--- config.mk ---
export PLATFORM = sky130hd
export DESIGN_NAME = wbm_top
export DESIGN_NICKNAME = d
export VERILOG_FILES = /design/src/rtl/wbm_pkg.sv /design/src/rtl/wbm_top.sv /design/src/rtl/wbm_sequencer.sv /design/src/rtl/wb_cycle.sv /design/src/rtl/host_tx.sv /design/src/rtl/host_rx.sv /design/src/rtl/word_fifo.sv
export SDC_FILE = /design/constraint.sdc
export NUM_CORES = 2
export LEC_CHECK = 0
export BUFFER_PORTS_ARGS = -buffer_cell sky130_fd_sc_hd__buf_2
export CAP_MARGIN = 10
export CELL_PAD_IN_SITES_DETAIL_PLACEMENT = 1
export CELL_PAD_IN_SITES_GLOBAL_PLACEMENT = 1
export CORE_MARGIN = 8
export CORE_UTILIZATION = 61
export CTS_BUF_LIST = sky130_fd_sc_hd__clkbuf_4
export DETAILED_ROUTE_END_ITERATION = 16
export GPL_TIMING_DRIVEN = 0
export PLACE_DENSITY_LB_ADDON = 0.1
export SLEW_MARGIN = 20
export SYNTH_ARGS = -nofsm -noshare
export SYNTH_HDL_FRONTEND = slang
export SYNTH_SLANG_ARGS = --single-unit
--- constraint.sdc ---
create_clock -name wb_clk -period 13.1 [get_ports wb_clk]
set_input_delay 2.62 -clock wb_clk [delete_from_list [all_inputs] [get_ports wb_clk]]
set_output_delay 2.62 -clock wb_clk [all_outputs]
set_load 0.1 [all_outputs]
--- src/rtl/wbm_pkg.sv ---
// shared definitions for the wishbone host master
// word sizes, queue depths, the command word layout and the bus structs

package wbm_pkg;

   localparam int WORD_W         = 32;                       // host and bus word width
   localparam int FIFO_DEPTH     = 16;                       // both queues, also the starting credits
   localparam int CREDIT_W       = $clog2(FIFO_DEPTH) + 1;   // must hold FIFO_DEPTH itself
   localparam int TIMEOUT_CYCLES = 100;                      // clocks a cycle waits for ack
   localparam int TIMER_W        = $clog2(TIMEOUT_CYCLES);

   typedef logic [WORD_W-1:0]   word_t;
   typedef logic [CREDIT_W-1:0] credit_t;
   typedef logic [TIMER_W-1:0]  timer_t;
   typedef logic [12:0]         count_t;                     // width of the count field
   typedef logic [1:0]          op_t;

   localparam credit_t CREDIT_INIT = credit_t'(FIFO_DEPTH);
   localparam timer_t  TIMER_LAST  = timer_t'(TIMEOUT_CYCLES - 1);
   localparam word_t   WRITE_PAD   = 32'hdeadbeef;           // data word reported for writes

   localparam op_t OP_READ  = 2'd0;
   localparam op_t OP_WRITE = 2'd1;
   localparam op_t OP_RMW   = 2'd2;

   // command word, first field sits in the top bits
   typedef struct packed {
      logic [7:0] addr_step;   // address increment between burst beats
      logic       cont;        // 0 starts a new block and clears a pending timeout
      logic [7:0] id;
      count_t     count;       // number of beats
      op_t        op;
   } cmd_t;

   // ----------------------------------------------------------------------
   // sequencer to cycle engine and back
   typedef struct packed {
      logic  we;
      word_t adr;
      word_t dat;
   } bus_req_t;

   typedef struct packed {
      word_t dat;
      logic  timed_out;
   } bus_rsp_t;

   // ----------------------------------------------------------------------
   // wishbone signals as seen from the master
   typedef struct packed {
      logic  cyc;
      logic  stb;
      logic  we;
      word_t adr;
      word_t dat;
   } wb_m2s_t;

   typedef struct packed {
      logic  ack;
      word_t dat;
   } wb_s2m_t;

endpackage
--- src/rtl/wbm_top.sv ---
`timescale 1ns/1ps
// wishbone host master, top level
// input queue, sequencer, cycle engine and output queue on one clock

module wbm_top (
   input  logic             wb_clk,
   input  logic             wb_rst,
   input  logic             in_valid_i,
   input  wbm_pkg::word_t   in_word_i,
   output logic             in_credit_o,
   output logic             out_valid_o,
   output wbm_pkg::word_t   out_word_o,
   input  logic             out_credit_i,
   output wbm_pkg::wb_m2s_t wb_o,
   input  wbm_pkg::wb_s2m_t wb_i
);

   wbm_pkg::word_t    head;         // input queue head
   logic              head_valid;
   logic              pop;
   logic              push;
   wbm_pkg::word_t    push_word;
   logic              tx_ready;
   logic              req_valid;
   wbm_pkg::bus_req_t req;
   logic              rsp_valid;
   wbm_pkg::bus_rsp_t rsp;

   host_rx u_rx (
      .wb_clk (wb_clk), .wb_rst (wb_rst),
      .in_valid_i (in_valid_i), .in_word_i (in_word_i), .in_credit_o (in_credit_o),
      .head_o (head), .head_valid_o (head_valid), .pop_i (pop)
   );

   wbm_sequencer u_seq (
      .wb_clk (wb_clk), .wb_rst (wb_rst),
      .head_i (head), .head_valid_i (head_valid), .pop_o (pop),
      .push_o (push), .push_word_o (push_word), .tx_ready_i (tx_ready),
      .req_valid_o (req_valid), .req_o (req), .rsp_valid_i (rsp_valid), .rsp_i (rsp)
   );

   wb_cycle u_cycle (
      .wb_clk (wb_clk), .wb_rst (wb_rst),
      .req_valid_i (req_valid), .req_i (req), .rsp_valid_o (rsp_valid), .rsp_o (rsp),
      .wb_o (wb_o), .wb_i (wb_i)
   );

   host_tx u_tx (
      .wb_clk (wb_clk), .wb_rst (wb_rst),
      .push_i (push), .word_i (push_word), .ready_o (tx_ready),
      .out_valid_o (out_valid_o), .out_word_o (out_word_o), .out_credit_i (out_credit_i)
   );

endmodule

--- src/rtl/wbm_sequencer.sv ---
`timescale 1ns/1ps
// command sequencer of the host master
// parses host commands, orders the bus cycles and builds the response words

module wbm_sequencer (
   input  logic                wb_clk,
   input  logic                wb_rst,
   input  wbm_pkg::word_t      head_i,
   input  logic                head_valid_i,
   output logic                pop_o,
   output logic                push_o,
   output wbm_pkg::word_t      push_word_o,
   input  logic                tx_ready_i,
   output logic                req_valid_o,
   output wbm_pkg::bus_req_t   req_o,
   input  logic                rsp_valid_i,
   input  wbm_pkg::bus_rsp_t   rsp_i
);

   typedef enum logic [3:0] {
      ST_CMD, ST_ADDR, ST_MASK, ST_DATA, ST_BUS,
      ST_ECHO, ST_WDATA, ST_WADDR, ST_RESULT
   } state_t;

   state_t           state;
   wbm_pkg::cmd_t    cmd_q;
   wbm_pkg::cmd_t    head_cmd;      // head word seen as a command
   wbm_pkg::word_t   addr_q;        // address of the current beat, reported at the end
   wbm_pkg::word_t   mask_q;
   wbm_pkg::word_t   data_q;
   wbm_pkg::word_t   rd_data_q;     // read data, or the old data of a read-modify-write
   wbm_pkg::word_t   step_w;
   wbm_pkg::word_t   merged;
   wbm_pkg::count_t  in_cnt;        // data words taken from the input queue
   wbm_pkg::count_t  out_cnt;       // data words pushed into the response
   logic             to_flag;       // sticky timeout, lives until a block starts again
   logic             rmw_wr_q;      // read-modify-write is in its write half
   logic             is_read;
   logic             is_write;
   logic             is_rmw;
   logic             in_last;
   logic             out_last;

   assign head_cmd = wbm_pkg::cmd_t'(head_i);
   assign step_w   = wbm_pkg::word_t'(cmd_q.addr_step);
   assign merged   = (rsp_i.dat & ~mask_q) | (data_q & mask_q);   // masked bits take new data
   assign is_read  = cmd_q.op == wbm_pkg::OP_READ;
   assign is_write = cmd_q.op == wbm_pkg::OP_WRITE;
   assign is_rmw   = cmd_q.op == wbm_pkg::OP_RMW;
   // only a burst write brings more than one data word
   assign in_last  = !is_write || (in_cnt + 1'b1 >= cmd_q.count);
   // only a burst read returns more than one data word
   assign out_last = !is_read || (out_cnt + 1'b1 >= cmd_q.count);

   // ----------------------------------------------------------------------
   // queue strobes follow the state directly
   always_comb begin
      pop_o  = head_valid_i && (state inside {ST_CMD, ST_ADDR, ST_MASK, ST_DATA});
      push_o = tx_ready_i && (state inside {ST_ECHO, ST_WDATA, ST_WADDR, ST_RESULT});
      case (state)
         ST_ECHO:  push_word_o = wbm_pkg::word_t'(cmd_q);
         ST_WDATA: push_word_o = is_write ? wbm_pkg::WRITE_PAD : rd_data_q;
         ST_WADDR: push_word_o = addr_q;
         default:  push_word_o = wbm_pkg::word_t'(to_flag);        // result word, bit 0
      endcase
   end

   // ----------------------------------------------------------------------
   always_ff @(posedge wb_clk) begin
      req_valid_o <= 1'b0;                    // request is a one-clock pulse

      case (state)
         ST_CMD: if (head_valid_i) begin
            cmd_q    <= head_cmd;
            in_cnt   <= '0;
            out_cnt  <= '0;
            rmw_wr_q <= 1'b0;
            if (!head_cmd.cont) to_flag <= 1'b0;   // a new block forgets an old timeout
            state    <= ST_ADDR;
         end
         ST_ADDR: if (head_valid_i) begin
            addr_q <= head_i;
            state  <= ST_MASK;
         end
         ST_MASK: if (head_valid_i) begin
            mask_q <= head_i;                 // dummy word unless read-modify-write
            state  <= ST_DATA;
         end
         ST_DATA: if (head_valid_i) begin
            data_q <= head_i;
            in_cnt <= in_cnt + 1'b1;
            if (to_flag || !(is_read || is_write || is_rmw)) begin
               // no bus cycle, the word is dropped but the beat still counts
               if (in_last) state <= ST_ECHO;
               else         addr_q <= addr_q + step_w;
            end else begin
               req_valid_o <= 1'b1;           // reads and the first half of rmw have we low
               req_o       <= '{we: is_write, adr: addr_q, dat: head_i};
               state       <= ST_BUS;
            end
         end
         ST_BUS: if (rsp_valid_i) begin
            if (rsp_i.timed_out) to_flag <= 1'b1;
            if (is_write) begin
               if (in_cnt >= cmd_q.count) begin
                  state <= ST_ECHO;
               end else begin
                  addr_q <= addr_q + step_w;
                  state  <= ST_DATA;          // fetch the next burst word
               end
            end else if (is_rmw && !rmw_wr_q) begin
               rd_data_q <= rsp_i.dat;
               if (rsp_i.timed_out) begin
                  state <= ST_ECHO;           // nothing to merge with
               end else begin
                  rmw_wr_q    <= 1'b1;
                  req_valid_o <= 1'b1;
                  req_o       <= '{we: 1'b1, adr: addr_q, dat: merged};
               end
            end else if (is_rmw) begin
               state <= ST_ECHO;
            end else begin
               rd_data_q <= rsp_i.dat;
               state     <= (out_cnt == '0) ? ST_ECHO : ST_WDATA;   // echo goes first
            end
         end
         ST_ECHO: if (tx_ready_i) state <= ST_WDATA;
         ST_WDATA: if (tx_ready_i) begin
            out_cnt <= out_cnt + 1'b1;
            if (out_last) begin
               state <= ST_WADDR;
            end else begin
               addr_q <= addr_q + step_w;
               // after a timeout the burst read still returns count words
               if (!to_flag) begin
                  req_valid_o <= 1'b1;
                  req_o       <= '{we: 1'b0, adr: addr_q + step_w, dat: data_q};
                  state       <= ST_BUS;
               end
            end
         end
         ST_WADDR:  if (tx_ready_i) state <= ST_RESULT;
         ST_RESULT: if (tx_ready_i) state <= ST_CMD;
         default:   state <= ST_CMD;
      endcase

      // control state only, the captured words keep whatever they hold
      if (wb_rst) begin
         state       <= ST_CMD;
         to_flag     <= 1'b0;
         rmw_wr_q    <= 1'b0;
         in_cnt      <= '0;
         out_cnt     <= '0;
         req_valid_o <= 1'b0;
      end
   end

endmodule

--- src/rtl/wb_cycle.sv ---
`timescale 1ns/1ps
// wishbone cycle engine
// runs one classic cycle per request, ends it on ack or after the timeout

module wb_cycle (
   input  logic                wb_clk,
   input  logic                wb_rst,
   input  logic                req_valid_i,
   input  wbm_pkg::bus_req_t   req_i,
   output logic                rsp_valid_o,
   output wbm_pkg::bus_rsp_t   rsp_o,
   output wbm_pkg::wb_m2s_t    wb_o,
   input  wbm_pkg::wb_s2m_t    wb_i
);

   logic            cyc_q;
   logic            stb_q;
   logic            we_q;
   wbm_pkg::word_t  adr_q;
   wbm_pkg::word_t  dat_q;
   wbm_pkg::timer_t timer_q;    // clocks spent in the current cycle
   logic            start;
   logic            done;

   assign start = req_valid_i && !cyc_q;
   // ack wins over a timeout in the same clock
   assign done  = cyc_q && (wb_i.ack || timer_q == wbm_pkg::TIMER_LAST);

   always_ff @(posedge wb_clk) begin
      if (wb_rst) begin
         cyc_q       <= 1'b0;
         stb_q       <= 1'b0;
         timer_q     <= '0;
         rsp_valid_o <= 1'b0;
      end else begin
         rsp_valid_o <= done;                 // one pulse per finished cycle
         if (done) begin
            cyc_q <= 1'b0;
            stb_q <= 1'b0;
         end else if (start) begin
            cyc_q   <= 1'b1;
            stb_q   <= 1'b1;
            timer_q <= '0;
         end else if (cyc_q) begin
            timer_q <= timer_q + 1'b1;
         end
      end
   end

   always_ff @(posedge wb_clk) begin
      if (start) begin
         we_q  <= req_i.we;                   // request held for the whole cycle
         adr_q <= req_i.adr;
         dat_q <= req_i.dat;
      end
      if (done) begin
         rsp_o.dat       <= wb_i.dat;
         rsp_o.timed_out <= !wb_i.ack;
      end
   end

   assign wb_o = '{cyc: cyc_q, stb: stb_q, we: we_q, adr: adr_q, dat: dat_q};

   assert property (@(posedge wb_clk) disable iff (wb_rst) $rose(wb_o.stb) |-> wb_o.cyc)
      else $error("stb raised without cyc");
   // the sequencer keeps at most one cycle outstanding
   assert property (@(posedge wb_clk) disable iff (wb_rst) req_valid_i |-> !cyc_q)
      else $error("bus request while a cycle is running");

endmodule

--- src/rtl/host_tx.sv ---
`timescale 1ns/1ps
// host output queue
// sends one word per cycle while the host has granted credits

module host_tx (
   input  logic           wb_clk,
   input  logic           wb_rst,
   input  logic           push_i,
   input  wbm_pkg::word_t word_i,
   output logic           ready_o,
   output logic           out_valid_o,
   output wbm_pkg::word_t out_word_o,
   input  logic           out_credit_i
);

   wbm_pkg::word_t   q_head;
   logic             q_valid;
   logic             q_full;
   logic             send;       // a word leaves the queue this cycle
   wbm_pkg::credit_t credits;    // words the host can still take

   word_fifo #(
      .payload_t (wbm_pkg::word_t),
      .DEPTH     (wbm_pkg::FIFO_DEPTH)
   ) u_fifo (
      .wb_clk  (wb_clk),
      .wb_rst  (wb_rst),
      .push_i  (push_i),
      .data_i  (word_i),
      .pop_i   (send),
      .data_o  (q_head),
      .valid_o (q_valid),
      .full_o  (q_full)
   );

   assign ready_o = !q_full;                  // the sequencer pushes only while this is high
   assign send    = q_valid && (credits != '0);

   always_ff @(posedge wb_clk) begin
      if (wb_rst) begin
         credits     <= wbm_pkg::CREDIT_INIT;    // host buffer starts empty
         out_valid_o <= 1'b0;
      end else begin
         out_valid_o <= send;
         case ({out_credit_i, send})
            2'b10:   credits <= credits + 1'b1;
            2'b01:   credits <= credits - 1'b1;
            default: credits <= credits;
         endcase
      end
   end

   always_ff @(posedge wb_clk) begin
      if (send) out_word_o <= q_head;         // registered output word
   end

   // the host can never return more credits than it was given
   assert property (@(posedge wb_clk) disable iff (wb_rst) credits <= wbm_pkg::CREDIT_INIT)
      else $error("output credits above the host buffer size");

endmodule

--- src/rtl/host_rx.sv ---
`timescale 1ns/1ps
// host input queue
// buffers incoming host words and hands one credit back per word consumed

module host_rx (
   input  logic           wb_clk,
   input  logic           wb_rst,
   input  logic           in_valid_i,
   input  wbm_pkg::word_t in_word_i,
   output logic           in_credit_o,
   output wbm_pkg::word_t head_o,
   output logic           head_valid_o,
   input  logic           pop_i
);

   logic rx_full;   // only watched, credits keep the host from filling it

   word_fifo #(
      .payload_t (wbm_pkg::word_t),
      .DEPTH     (wbm_pkg::FIFO_DEPTH)
   ) u_fifo (
      .wb_clk  (wb_clk),
      .wb_rst  (wb_rst),
      .push_i  (in_valid_i),
      .data_i  (in_word_i),
      .pop_i   (pop_i),
      .data_o  (head_o),
      .valid_o (head_valid_o),
      .full_o  (rx_full)
   );

   // a freed slot goes back to the host one cycle after the pop
   always_ff @(posedge wb_clk) begin
      if (wb_rst) in_credit_o <= 1'b0;
      else        in_credit_o <= pop_i && head_valid_o;
   end

   // a word arriving while full means the host sent without a credit
   assert property (@(posedge wb_clk) disable iff (wb_rst) in_valid_i |-> !rx_full)
      else $error("host sent a word without credit");

endmodule

--- src/rtl/word_fifo.sv ---
`timescale 1ns/1ps
// synchronous first-word-fall-through FIFO with a type parameter payload
// the head entry shows on data_o while valid_o is high

module word_fifo #(
   parameter type payload_t = logic,
   parameter int  DEPTH     = 16
) (
   input  logic     wb_clk,
   input  logic     wb_rst,
   input  logic     push_i,
   input  payload_t data_i,
   input  logic     pop_i,
   output payload_t data_o,
   output logic     valid_o,
   output logic     full_o
);

   payload_t                 mem [DEPTH];   // circular storage
   logic [$clog2(DEPTH)-1:0] wr_ptr;        // pointers wrap on their own, DEPTH is a power of two
   logic [$clog2(DEPTH)-1:0] rd_ptr;
   logic [$clog2(DEPTH):0]   count;         // one bit wider so that DEPTH fits
   logic                     do_push;
   logic                     do_pop;

   assign do_push = push_i && !full_o;      // a push into a full queue is lost
   assign do_pop  = pop_i && valid_o;

   always_ff @(posedge wb_clk) begin
      if (wb_rst) begin
         wr_ptr <= '0;
         rd_ptr <= '0;
         count  <= '0;
      end else begin
         if (do_push) wr_ptr <= wr_ptr + 1'b1;
         if (do_pop)  rd_ptr <= rd_ptr + 1'b1;
         case ({do_push, do_pop})
            2'b10:   count <= count + 1'b1;
            2'b01:   count <= count - 1'b1;
            default: count <= count;          // both or neither leave the level alone
         endcase
      end
   end

   always_ff @(posedge wb_clk) begin
      if (do_push) mem[wr_ptr] <= data_i;
   end

   assign data_o  = mem[rd_ptr];            // no read delay on the head
   assign valid_o = count != '0;
   assign full_o  = count == DEPTH[$clog2(DEPTH):0];

   // the writer and the reader both have to respect the levels
   assert property (@(posedge wb_clk) disable iff (wb_rst) !(push_i && full_o))
      else $error("push into a full FIFO");
   assert property (@(posedge wb_clk) disable iff (wb_rst) !(pop_i && !valid_o))
      else $error("pop from an empty FIFO");

endmodule

==> metrics.cfg <==
[critical_path]
rr_endpoint = u_seq.addr_q[30]
crit_slowest_cell = dfxtp_1
required_ps = 10480
path_delay_family = buffers and inverters
rr_worst_depth = 13
startpoint_type = register
critPathKind = register to primary output
crit_chain = buf_4, buf_2
path_depth = 2
r2r_slack_ps = 8830
cp_num_buf_inv = 2
cp_slowest_stage_delay_ps = 460
crit_fanout = 7
timing.rr.start = u_seq.in_cnt[0]
end_kind = primary output
critPathArrivalTime_ps = 2220

[clock_tree]
clkSlewWorstSetupHoldPaths_ps = 90
cts_inserted_buffers = 375
insertion_delay_ps = 1220
clock-sinks = 1458
holdBufCountCts = 0
htreeDepth = 5
clockRootBuffer = clkbuf_4
clockBufferDepth = 4
cts_setup_buffers = 0
cts_tree = yes
post_cts_resized = 0

[drt]
avgRoutedWirePerCell_um = 33.5
wirelength_um = 173000
drc = 0
drt-pass1-iter-count = 5
drt-initial-drc-count = 3890
ant_nets = 0
num_vias = 33631
post_drt_via_cell_ratio = 6.50

[run_status]
outcome = completed

[synthesis]
synthFlopType = edfxtp_1
synth_commonest_cells = 1379 x edfxtp_1, 320 x mux4_2, 180 x nand2_1, 135 x nor2_1, 103 x clkbuf_1
yosysTopAreaCellShare_pct = 72.2
synth_cells = 3001
synth_seq_cells = 1458
synthTopCellsByArea = edfxtp_1 72%, mux4_2 13%, dfxtp_1 2.8%
synth_edf_count = 1379
ys_warn_count = 0
synth_cell_types = 65
yosys.area.top_type = edfxtp_1
synth_most_common_cell = edfxtp_1
syn_nets = 3147
netlist_area_sq_mm = 0.0574
synth_area_per_cell_sq_um = 19.1
async_flop_share_pct = 0
ys_seq_area_share_pct = 74.9

[sta]
finalHoldViolations = 0
slew_violations = 0
fin_crit_sh_pct = 36.9
rsz0062_at_grt = false
setup_viol = 0
fin_crit_ps = 4840
worstMarginPinSlew_ps = 1140
timing.slew.headroom_pct = 24.2
hold_slack_ps = 405
tns_ps = 0
skew_ps = 96.1
clock.fmax_ghz = 0.207

[global_route]
grt_pass1_wl_um = 252000
antenna_found_initial = 12
grtUsageTotal_pct = 33.7
grt.overflow.total = 0
grt_max_degree = 55
grt_pass1_vias = 36945

[place]
place_area_sq_mm = 0.0614
io_buffers = 168
dpl.hpwl_um = 110000
gp_congestion = 0.898

[floorplan]
core_area_sq_mm = 0.0933
die_w_um = 323
floorplan.rows = 112
pin_count = 170
die_y_um = 323
dieArea_sq_mm = 0.104
start_util_pct = 61.5

[pwr]
pwr-share-seq_pct = 44.1
power_density_mw_per_mm2 = 198
leakage_uw = 0.0216
switching_power_uw = 4450
intPower_uw = 8660
power_frac_comb_pct = 26.1
p_sw_share_pct = 33.9
clkPwrFrac_pct = 29.8
power.total_uw = 13100
peakVddDrop_mv = 0.143

[cells_and_area]
fin_util_pct = 70.8
fin_nets = 3778
drive_above_1_share_pct = 31.5
final_area_sq_mm = 0.0661
syn_to_final_growth_pct = 15.1

[hold_path]
hp-class = register to register
min-delay-start = u_seq.req_o[63]
hold_end = u_cycle.adr_q[31]
hold_depth = 0

[job]
drv_cap = 0

[routing by layer]
metal,GRT usage [%],vias to the layer above,share of wire [%]
li1,-,13572,-
met2,59.4,2099,52
met4,15.7,8,4.6
met5,0,-,0.028
met3,6.74,494,7.8
met1,40.1,17458,35
[how the worst max path moves through the flow]
stage	to	slack (ps)	from
6_report	wb_o[65]	8260	u_cycle.cyc_q
5_1_grt	wb_o[66]	8140	u_cycle.cyc_q
4_1_cts	wb_o[65]	8130	u_cycle.cyc_q
3_5_place_dp	u_rx.u_fifo.mem[3][16]	7730	in_valid_i
3_3_place_gp	u_rx.u_fifo.mem[3][22]	3980	in_valid_i
2_1_floorplan	u_rx.u_fifo.mem[3][0]	7130	in_valid_i
[logic make-up (layout without fill, tap and decap cells)]
family,count (synthesis),after routing,synth area share [%]
AND/OR/NAND/NOR,547,547,4.55
XOR/XNOR,104,104,1.59
other,0,11,0
multiplexers,326,326,12.7
flip-flops,1458,1458,74.9
AO/OA/AOI/OAI,287,287,3.10
adder cells (fa/ha/maj),77,77,1.73
buffers and inverters,202,1107,1.45
[power groups by stage]
stage / clock network (uW) / registers (uW) / logic, uW
finish: 3900 / 5780 / 3420
global route: 4140 / 5800 / 3590
CTS: 3950 / 5770 / 3410
detailed placement: 0 / 5860 / 3340
global placement: 0 / 5880 / 3110
floorplan: 0 / 6270 / 1820
[layout make-up]
type / count / area [sq um]
multi-input combinational: 1341 / 13800
tap: 1254 / 1570
buffer: 153 / 656
antenna: 11 / 27.5
fill: 7846 / 27300
timing repair buffer: 254 / 2210
inverter: 49 / 186
clock inverter: 113 / 537
sequential: 1458 / 43000
clock buffer: 538 / 4040
[stage by stage]
step | setup WS [ps] | cells
after floorplan | 7130 | 3001
after global placement | 3980 | 4423
after detailed placement | 7730 | 4509
after CTS | 8130 | 5160
after global routing | 8140 | 5167
final | 8260 | 5171
[worst reg2reg max path, cell delays in order, from the launching register on]
cell,delay (ps)
dfxtp_1,460
ha_1,290
and3_1,270
nand3_1,240
nor2b_1,270
nand2_1,120
xnor2_1,240
ha_1,290
a211oi_1,250
o2111ai_1,160
a21oi_1,380
o22ai_1,200
nor2_4,570
buf_16,250
[state kept, by name, summed over array words and instances (netlist names), 33 cells and up, named ones only]
| register | cells |
|---|---|
| u_cycle.rsp_o | 33 |
| u_rx.u_fifo.mem | 512 |
| u_seq.req_o | 65 |
| u_tx.u_fifo.mem | 512 |
[cells in the final DEF (no fill, tap or decap), types with 9 or more instances in the layout]
master	count
a21o_1	13
a21oi_1	68
a22oi_1	34
and3_1	22
buf_1	9
buf_12	17
buf_16	23
buf_2	201
buf_4	37
buf_6	16
clkbuf_1	101
clkbuf_4	539
clkinv_1	91
clkinv_2	13
dfxtp_1	79
diode_2	11
edfxtp_1	1379
ha_1	73
inv_1	46
mux4_2	320
nand2_1	180
nand2b_1	11
nand3_1	50
nand3b_1	40
nand4_1	28
nor2_1	108
nor2_4	27
nor2b_1	13
nor3_1	19
o2111ai_1	24
o211ai_1	15
o21ai_0	72
o21ai_1	28
or3_1	10
xnor2_1	43
xor2_1	61
Power figures use the tool's default switching activity.
